--- src/source/dcache_pkg.sv ---
package dcache_pkg;

	localparam int num_sets = 8;
	localparam int num_ways = 2;
	localparam int words_per_line = 4;
	localparam int index_bits = 3;
	localparam int offset_bits = 4;
	localparam int tag_bits = 32 - index_bits - offset_bits;

	typedef logic [31:0] word_t;
	typedef logic [3:0] mask_t;
	typedef logic [tag_bits-1:0] tag_t;

	// Word 0 sits in the low 32 bits, matching the byte order of memory
	typedef word_t [words_per_line-1:0] line_t;

	// One registered CPU access of 70 bits
	typedef struct packed {
		logic read;
		logic write;
		logic [31:0] address;
		word_t wdata;
		mask_t mask;
	} cache_req_t;

endpackage

--- src/source/dcache_ctrl_if.sv ---
`timescale 1ns/100ps

interface dcache_ctrl_if;

	// Per-way strobes carry one bit per way
	logic [dcache_pkg::num_ways-1:0] load_data;
	logic [dcache_pkg::num_ways-1:0] load_tag;
	logic [dcache_pkg::num_ways-1:0] set_valid;
	logic [dcache_pkg::num_ways-1:0] set_dirty;
	logic [dcache_pkg::num_ways-1:0] clear_dirty;

	logic load_lru;
	// Line data comes from memory rather than the store merge
	logic fill;
	logic set_rdata;

	modport ctrl (
		output load_data, load_tag, set_valid, set_dirty, clear_dirty,
		output load_lru, fill, set_rdata
	);

	modport array (
		input load_data, load_tag, set_valid, set_dirty, clear_dirty,
		input load_lru, fill, set_rdata
	);

endinterface

--- src/source/dcache_way_ram.sv ---
`timescale 1ns/100ps

module dcache_way_ram #(
	parameter type payload_t = logic
) (
	input logic clk,
	input logic [dcache_pkg::index_bits-1:0] index,
	input logic wr_en,
	input payload_t wr_payload,
	output payload_t rd_payload
);

	payload_t mem [dcache_pkg::num_sets];

	// Write lands on the edge, read follows the index in the same cycle
	always_ff @(posedge clk) begin
		if (wr_en) begin
			mem[index] <= wr_payload;
		end
	end

	assign rd_payload = mem[index];

endmodule

--- src/source/dcache_lookup.sv ---
`timescale 1ns/100ps

module dcache_lookup (
	input logic clk,
	input logic rst_n,
	input logic accept,
	input dcache_pkg::cache_req_t next_req,
	output dcache_pkg::cache_req_t req,
	dcache_ctrl_if.array ctrl,
	output logic hit,
	output logic hit_way,
	output logic victim_way,
	output logic victim_dirty,
	output dcache_pkg::tag_t victim_tag
);

	logic [dcache_pkg::index_bits-1:0] index;
	dcache_pkg::tag_t req_tag;
	dcache_pkg::tag_t way_tag [dcache_pkg::num_ways];
	logic [dcache_pkg::num_ways-1:0] hit_vec;
	logic [dcache_pkg::num_sets-1:0][dcache_pkg::num_ways-1:0] valid;
	logic [dcache_pkg::num_sets-1:0][dcache_pkg::num_ways-1:0] dirty;
	logic [dcache_pkg::num_sets-1:0] lru;
	logic used_way;

	always_ff @(posedge clk or negedge rst_n) begin
		if (!rst_n) begin
			req <= '0;
		end else if (accept) begin
			req <= next_req;
		end
	end

	assign index = req.address[dcache_pkg::offset_bits +: dcache_pkg::index_bits];
	assign req_tag = req.address[31 -: dcache_pkg::tag_bits];

	for (genvar w = 0; w < dcache_pkg::num_ways; w++) begin : g_tag
		dcache_way_ram #(.payload_t(dcache_pkg::tag_t)) tag_ram (
			.clk(clk),
			.index(index),
			.wr_en(ctrl.load_tag[w]),
			.wr_payload(req_tag),
			.rd_payload(way_tag[w])
		);
		assign hit_vec[w] = valid[index][w] && (way_tag[w] == req_tag);
	end

	assign hit = |hit_vec;
	assign hit_way = hit_vec[1];
	assign victim_way = lru[index];
	assign victim_dirty = valid[index][victim_way] && dirty[index][victim_way];
	assign victim_tag = way_tag[victim_way];

	// During a fill the tag is not yet written, so the victim is the way in use
	assign used_way = hit ? hit_way : victim_way;

	always_ff @(posedge clk or negedge rst_n) begin
		if (!rst_n) begin
			valid <= '0;
			dirty <= '0;
			lru <= '0;
		end else begin
			for (int w = 0; w < dcache_pkg::num_ways; w++) begin
				if (ctrl.set_valid[w])
					valid[index][w] <= 1'b1;
				if (ctrl.set_dirty[w])
					dirty[index][w] <= 1'b1;
				else if (ctrl.clear_dirty[w])
					dirty[index][w] <= 1'b0;
			end
			if (ctrl.load_lru)
				lru[index] <= ~used_way;
		end
	end

	// A tag loaded into the wrong way by control would show up here
	assert property (@(posedge clk) disable iff (!rst_n) !(&hit_vec));

endmodule

--- src/source/dcache_control.sv ---
`timescale 1ns/100ps

module dcache_control (
	input logic clk,
	input logic rst_n,
	input logic next_read,
	input logic next_write,
	input logic resp_ready,
	input logic pmem_resp,
	input logic hit,
	input logic hit_way,
	input logic victim_way,
	input logic victim_dirty,
	input logic req_write,
	output logic accept,
	output logic mem_resp,
	output logic stall_n,
	output logic pmem_read,
	output logic pmem_write,
	output logic pmem_wb_select,
	dcache_ctrl_if.ctrl ctrl
);

	typedef enum logic [2:0] {
		idle,
		lookup,
		write_back,
		fill,
		write_data,
		hold
	} state_t;

	state_t state, next_state;
	logic next_valid;

	assign next_valid = next_read || next_write;

	always_ff @(posedge clk or negedge rst_n) begin
		if (!rst_n)
			state <= idle;
		else
			state <= next_state;
	end

	always_comb begin
		next_state = state;
		accept = 1'b0;
		mem_resp = 1'b0;
		pmem_read = 1'b0;
		pmem_write = 1'b0;
		pmem_wb_select = 1'b0;
		ctrl.load_data = '0;
		ctrl.load_tag = '0;
		ctrl.set_valid = '0;
		ctrl.set_dirty = '0;
		ctrl.clear_dirty = '0;
		ctrl.load_lru = 1'b0;
		ctrl.fill = 1'b0;
		ctrl.set_rdata = 1'b0;

		unique case (state)
			idle: begin
				accept = next_valid;
				next_state = next_valid ? lookup : idle;
			end
			lookup: begin
				if (hit) begin
					mem_resp = 1'b1;
					ctrl.load_lru = 1'b1;
					ctrl.set_rdata = 1'b1;
					if (req_write) begin
						ctrl.load_data[hit_way] = 1'b1;
						ctrl.set_dirty[hit_way] = 1'b1;
					end
				end else begin
					next_state = victim_dirty ? write_back : fill;
				end
			end
			write_back: begin
				pmem_write = 1'b1;
				pmem_wb_select = 1'b1;
				if (pmem_resp) begin
					ctrl.clear_dirty[victim_way] = 1'b1;
					next_state = fill;
				end
			end
			fill: begin
				pmem_read = 1'b1;
				if (pmem_resp) begin
					ctrl.fill = 1'b1;
					ctrl.load_data[victim_way] = 1'b1;
					ctrl.load_tag[victim_way] = 1'b1;
					ctrl.set_valid[victim_way] = 1'b1;
					if (req_write) begin
						next_state = write_data;
					end else begin
						mem_resp = 1'b1;
						ctrl.load_lru = 1'b1;
						ctrl.set_rdata = 1'b1;
					end
				end
			end
			write_data: begin
				// Merge the store into the line that the fill just wrote
				mem_resp = 1'b1;
				ctrl.load_data[victim_way] = 1'b1;
				ctrl.set_dirty[victim_way] = 1'b1;
				ctrl.load_lru = 1'b1;
			end
			hold: begin
				mem_resp = 1'b1;
			end
			default: next_state = idle;
		endcase

		// Any response either transfers and takes the next access or waits in hold
		if (mem_resp) begin
			if (resp_ready) begin
				accept = next_valid;
				next_state = next_valid ? lookup : idle;
			end else begin
				next_state = hold;
			end
		end
	end

	assign stall_n = (state == idle) || (mem_resp && resp_ready);

	assert property (@(posedge clk) disable iff (!rst_n) !(pmem_read && pmem_write));

	// A refused response moves to hold without taking a new access
	assert property (@(posedge clk) disable iff (!rst_n)
		mem_resp && !resp_ready |=> (state == hold) && !$past(accept));

endmodule

--- src/source/dcache_data.sv ---
`timescale 1ns/100ps

module dcache_data (
	input logic clk,
	input logic rst_n,
	input dcache_pkg::cache_req_t req,
	input logic [dcache_pkg::index_bits-1:0] index,
	dcache_ctrl_if.array ctrl,
	input logic hit_way,
	input logic victim_way,
	input dcache_pkg::line_t pmem_rdata,
	output dcache_pkg::line_t pmem_wdata,
	output dcache_pkg::word_t rdata,
	input logic hold
);

	dcache_pkg::line_t way_line [dcache_pkg::num_ways];
	dcache_pkg::line_t wr_line [dcache_pkg::num_ways];
	dcache_pkg::line_t src_line;
	dcache_pkg::word_t word_sel;
	dcache_pkg::word_t rdata_q;
	logic [1:0] word_idx;

	assign word_idx = req.address[3:2];

	for (genvar w = 0; w < dcache_pkg::num_ways; w++) begin : g_data
		always_comb begin
			wr_line[w] = ctrl.fill ? pmem_rdata : way_line[w];
			// Byte-masked store merge into the addressed word
			if (!ctrl.fill && req.write) begin
				for (int b = 0; b < 4; b++) begin
					if (req.mask[b])
						wr_line[w][word_idx][8*b +: 8] = req.wdata[8*b +: 8];
				end
			end
		end

		dcache_way_ram #(.payload_t(dcache_pkg::line_t)) line_ram (
			.clk(clk),
			.index(index),
			.wr_en(ctrl.load_data[w]),
			.wr_payload(wr_line[w]),
			.rd_payload(way_line[w])
		);
	end

	assign pmem_wdata = way_line[victim_way];
	assign src_line = ctrl.fill ? pmem_rdata : way_line[hit_way];
	assign word_sel = src_line[word_idx];

	// Keep the word of a refused response, since the line may be overwritten
	always_ff @(posedge clk or negedge rst_n) begin
		if (!rst_n)
			rdata_q <= '0;
		else if (ctrl.set_rdata && hold)
			rdata_q <= word_sel;
	end

	assign rdata = ctrl.set_rdata ? word_sel : rdata_q;

endmodule

--- src/source/dcache.sv ---
`timescale 1ns/100ps

module dcache (
	input logic clk,
	input logic rst_n,
	input logic mem_read,
	input logic mem_write,
	input logic [31:0] address,
	input dcache_pkg::word_t wdata,
	input dcache_pkg::mask_t wmask,
	input logic resp_ready,
	output logic mem_resp,
	output dcache_pkg::word_t rdata,
	output logic stall_n,
	output logic pmem_read,
	output logic pmem_write,
	output logic [31:0] pmem_address,
	output dcache_pkg::line_t pmem_wdata,
	input logic pmem_resp,
	input dcache_pkg::line_t pmem_rdata
);

	dcache_pkg::cache_req_t next_req;
	dcache_pkg::cache_req_t req;
	dcache_pkg::tag_t victim_tag;
	logic [dcache_pkg::index_bits-1:0] index;
	logic accept;
	logic hit;
	logic hit_way;
	logic victim_way;
	logic victim_dirty;
	logic pmem_wb_select;
	logic hold;

	dcache_ctrl_if ctrl_bus ();

	assign next_req = '{read: mem_read, write: mem_write, address: address,
		wdata: wdata, mask: wmask};
	assign index = req.address[dcache_pkg::offset_bits +: dcache_pkg::index_bits];
	assign pmem_address = {pmem_wb_select ? victim_tag : req.address[31 -: dcache_pkg::tag_bits],
		index, {dcache_pkg::offset_bits{1'b0}}};
	assign hold = mem_resp && !resp_ready;

	dcache_lookup u_lookup (
		.clk(clk),
		.rst_n(rst_n),
		.accept(accept),
		.next_req(next_req),
		.req(req),
		.ctrl(ctrl_bus.array),
		.hit(hit),
		.hit_way(hit_way),
		.victim_way(victim_way),
		.victim_dirty(victim_dirty),
		.victim_tag(victim_tag)
	);

	dcache_control u_control (
		.clk(clk),
		.rst_n(rst_n),
		.next_read(mem_read),
		.next_write(mem_write),
		.resp_ready(resp_ready),
		.pmem_resp(pmem_resp),
		.hit(hit),
		.hit_way(hit_way),
		.victim_way(victim_way),
		.victim_dirty(victim_dirty),
		.req_write(req.write),
		.accept(accept),
		.mem_resp(mem_resp),
		.stall_n(stall_n),
		.pmem_read(pmem_read),
		.pmem_write(pmem_write),
		.pmem_wb_select(pmem_wb_select),
		.ctrl(ctrl_bus.ctrl)
	);

	dcache_data u_data (
		.clk(clk),
		.rst_n(rst_n),
		.req(req),
		.index(index),
		.ctrl(ctrl_bus.array),
		.hit_way(hit_way),
		.victim_way(victim_way),
		.pmem_rdata(pmem_rdata),
		.pmem_wdata(pmem_wdata),
		.rdata(rdata),
		.hold(hold)
	);

endmodule

--- config.mk ---
export PLATFORM = sky130hd
export DESIGN_NAME = dcache
export DESIGN_NICKNAME = d
export VERILOG_FILES = /design/src/source/dcache_pkg.sv /design/src/source/dcache_ctrl_if.sv /design/src/source/dcache_way_ram.sv /design/src/source/dcache_lookup.sv /design/src/source/dcache_control.sv /design/src/source/dcache_data.sv /design/src/source/dcache.sv
export SDC_FILE = /design/constraint.sdc
export NUM_CORES = 2
export LEC_CHECK = 0
export BUFFER_PORTS_ARGS = -buffer_cell sky130_fd_sc_hd__buf_2
export CAP_MARGIN = 25
export CORE_MARGIN = 2
export CORE_UTILIZATION = 60
export DETAILED_ROUTE_END_ITERATION = 8
export GPL_TIMING_DRIVEN = 0
export PLACE_DENSITY_LB_ADDON = 0.12
export REMOVE_ABC_BUFFERS = 1
export SKIP_CTS_REPAIR_TIMING = 1
export SLEW_MARGIN = 15
export SYNTH_ARGS = -nofsm -noshare
export SYNTH_HDL_FRONTEND = slang
export SYNTH_HIERARCHICAL = 1
export SYNTH_SLANG_ARGS = --single-unit
--- constraint.sdc ---
create_clock -name clk -period 40.7 [get_ports clk]
set_input_delay 2.035 -clock clk [delete_from_list [all_inputs] [get_ports clk]]
set_output_delay 2.035 -clock clk [all_outputs]
set_load 0.03 [all_outputs]
* Word-level counts from Yosys, hierarchy flattened
Memory sizes are Yosys's and may differ from the RTL's. Cells that the tools add are included. W data, S select, Z words.
Storage, ports and cells: bits in registers 144, RAM bits 2448, bits of input ports 202, output and inout bits 196, word-level logic and storage cells 192, memories kept 4
Memory list:
- u_data.g_data[0].line_ram.mem | words 8, bits a word 128, read ports 1, clocked after Yosys merged registers in 0, write ports 1, line dcache_way_ram.sv:13 | payload_t mem [dcache_pkg::num_sets];
- u_data.g_data[1].line_ram.mem | words 8, bits a word 128, read ports 1, clocked after Yosys merged registers in 0, write ports 1, line dcache_way_ram.sv:13
- u_lookup.g_tag[0].tag_ram.mem | words 8, bits a word 25, read ports 1, clocked after Yosys merged registers in 0, write ports 1, line dcache_way_ram.sv:13
- u_lookup.g_tag[1].tag_ram.mem | words 8, bits a word 25, read ports 1, clocked after Yosys merged registers in 0, write ports 1, line dcache_way_ram.sv:13
Operators by class: order comparisons 10, equality and inequality tests 12, mux-type cells 113, bitwise operators 11, reduce and logical (&&, ||, !) cells 19
Operators by type and width (count):
- $mux W128 | 25
- $bwmux W128 | 8
- $demux W32 S2 | 4
- $mux W16 | 7
- $mux W25 | 4
- $mux W32 | 3
- $bmux W32 S2 | 1
- $or A16 B16 Y16 | 4
- $eq A25 B25 Y1 | 2
- $and A16 B16 Y16 | 2
- $not A16 Y16 | 2
- $mux W1 | 30
- $mux W24 | 1
- $mux W3 | 6
- $mux W2 | 8
- $pmux W3 S5 | 1
- $bmux W2 S3 | 2
- $demux W2 S3 | 2
- $ne A3 B3 Y1 const B | 4
- $logic_and A1 B1 Y1 | 11
- $bwmux W8 | 1
- $mux W8 | 1
- $eq A3 B2 Y1 const B | 2
- $eq A3 B3 Y1 const B | 2
- 23 further kinds | 32

* Longest topological paths before layout
word-level depth 16, mapped depth 19, mapped depth without buffers 15

* Cells and area by module
Netlist, hierarchy kept.
By module, submodules not included:
- dcache_way_ram at u_data.g_data[0].line_ram ... | instances 2, cells each 1678, area an instance 38699.6 sq um, sequential area each 30749.5 sq um
- dcache_way_ram at u_lookup.g_tag[0].tag_ram ... | instances 2, cells each 393, area an instance 7708.6 sq um, sequential area each 6005.8 sq um
- dcache_data | instances 1, cells each 1329, area an instance 10980.5 sq um, sequential area each 800.8 sq um
- dcache_lookup | instances 1, cells each 422, area an instance 5363.9 sq um, sequential area each 2752.6 sq um
- dcache | instances 1, cells each 34, area an instance 447.9 sq um, sequential area each 0.0 sq um
- dcache_control | instances 1, cells each 59, area an instance 420.4 sq um, sequential area each 75.1 sq um

* Least setup slack after synthesis
No wires, ideal clock.
path type register to register, start point register, netlist name u_lookup/req[42], end point memory u_data/g_data[1].line_ram/mem[4][0] in the netlist's numbering, enable pin, setup time 0.773 ns, data arrival time 12.338 ns, data required time 39.927 ns, slack 27.589 ns, cell stages (with the launch flop) 17, path buffers 2, cells stage by stage dfrtp_1 > buf_2 > buf_2 > mux2i_1 > nor2_1 > a221oi_1 > o21ai_1 > xor2_1 > nor4_1 > nand4_1 > nor3_2 > a31o_1 > nand4_1 > or2_1 > o21ai_1 > nand2_1 > nor3_1
RTL lines (line):
- to (decl) | dcache_way_ram.sv:13

==> results.md <==
- Min-delay worst type: reg2reg
- Worst-case reg-to-reg path depth: 22
- Drt wl/cell: around 32 um
- Vias in the first global route: slightly above 60k
- Reg clk slew, reported paths: 0.06 ns
- Hold path depth: 1
- Slew of the pin with the lowest slew margin: approximately 1.1 ns
- Crit Path Class: reg2out
- CTS root buf: clkbuf_16
- Synth Warn #: 6
- Die width: 432 um
- Final ANT Viol Nets: 0
- Rel. slew slack: 0.283
- Final TNS setup: 0 ns
- Worst-Skew Late Latency: just over 0.9 ns
- Utilization after layout: 0.699
- Total CTS buffers: 280
- Die area: 0.187 mm^2
- Fmax: between 90 and 100 MHz
- Worst-path maximum fanout: slightly below 50
- Via/cell ratio: 6.76
- Area growth from synthesis to layout: 16.0%
- Router iterations before antenna repair: 8
- Cell Pwr Density: just under 90 mW/mm^2
- # fillers: roughly 11k
- Setup Skew: around 0.055 ns
- Power Total: roughly 11000 uW
- Avg Cell Area, Syn: 18.4 um^2
- Clk sink count: between 2k and 3k
- Leak: around 0.042 uW
- Commonest non-fill, non-tap cells in the layout: edfxtp_1, mux2_2, mux4_2, buf_2, clkbuf_16
- First-pass GRT wire length: 426000 um
- Initial core utilization: 0.602
- Layout cells sized above 1: 0.369
- Fin crit share: 0.257
- Most common cell after layout, fill and taps aside: edfxtp_1
- Cells after Synth: about 6.0k
- GRT overflow: 0
- Status: finished clean
- Drc violations: 0
- Placer Congestion: approximately 0.8
- CTS Buffer Depth: 4
- Maximum vdd drop: 0.0815 mV
- Critical path endpoint category: output pin
- Placed wire-length estimate: about 190000 um
- Critical path data required time: ~39 ns
- I/O Pins: approximately 400
- Fin Hold WS: 0.454 ns
- Total track usage: 0.317
- FP Rows: 157
- Final Hold Fails: 0
- Vias: around 62k
- PortBufs: 391
- Largest net degree at the start of global routing: around 140
- Period minus WS final: 10.44 ns
- Max Cap Viol: 0
- WL final: just under 300000 um
- Area of the core: around 0.18 mm^2
- Initial antenna violation count: 20
- RSZ-0062 raised after global routing: false
- Drt initial violations: approximately 7k
- Final number of setup-violating endpoints: 0
- Pins Over Slew Limit: 0
- H-tree Lvls: 5
- CP Data Arrival Time: approximately 8.4 ns
- Mapped Area: between 0.1 and 0.15 mm^2
- Vert. Die Dim: approximately 430 um
- CTS tree: yes
- Area of the multi-input gates: ~0.03 mm^2
- Nets: around 6.8k
- Register area: 0.0771 mm^2
- Startpoint types: flip-flop
==> area by class of cell <==
class,instances,share of cell area
diodes,16,0.000314
well taps,2385,0.0234
flip-flops and latches,2590,0.605
repair buffers,720,0.0615
inverters,13,0.000540
multi-input cells,2967,0.243
clock inverters,126,0.00799
clock buffers,353,0.0591
==> report_power, final <==
part	leakage (uW)	switching, uW	internal [uW]
Sequential	0.0239	202	3840
Clock	0.00421	998	1410
Combinational	0.0141	2910	1770
Total	0.0421	4110	7020
==> state kept, by name, indices dropped and copies added (netlist names), named ones only <==
name,flops
u_lookup/g_tag.tag_ram/mem,400
u_lookup/lru,8
u_data/g_data.line_ram/mem,2048
u_lookup/req,67
u_control/state,3
u_lookup/valid,16
u_data/rdata_q,32
==> critical path: stages, from the launching register on <==
cell	delay (ns)
dfrtp_4	0.95
buf_12	0.33
nor2b_2	0.75
and2_1	0.63
a221oi_1	0.21
o21ai_1	0.22
xor2_1	0.16
nor4_1	0.68
nand4_1	0.36
nor3_4	0.75
buf_8	0.26
buf_8	0.21
buf_8	0.19
buf_8	0.18
mux4_2	0.54
mux4_2	0.51
mux2_2	0.28
buf_2	0.18
==> metal layers <==
layer	vias up	track usage	routed length, um
met5	-	0	16
met4	4	0.156	15700
met3	681	0.0473	24400
met2	3360	0.513	145000
met1	32400	0.425	111000
li1	25600	-	-
==> worst paths after layout <==
kind,start,end,slack [ns]
max in group asynchronous,rst_n,u_lookup/req[0],38.59
hold reg to reg,u_lookup/valid[15],u_lookup/valid[15],0.45
setup / recovery,u_lookup/req[40],rdata[1],30.26
min in group asynchronous,rst_n,u_lookup/req[44],1.01
setup reg to reg,u_lookup/req[40],u_data/g_data[1].line_ram/mem[0][5],31.90
hold / removal,u_lookup/valid[15],u_lookup/valid[15],0.45
==> stage by stage <==
stage / cell area (um^2) / cells / setup slack (ns)
finish: 127000 / 9170 / 30.26
global route: 127000 / 9167 / 30.11
CTS: 127000 / 9151 / 30.27
detailed placement: 119000 / 8672 / 31.32
global placement: 113000 / 8346 / -168.14
floorplan: 108000 / 5570 / -27.51
Note: power is estimated with default switching activity, not from simulation.
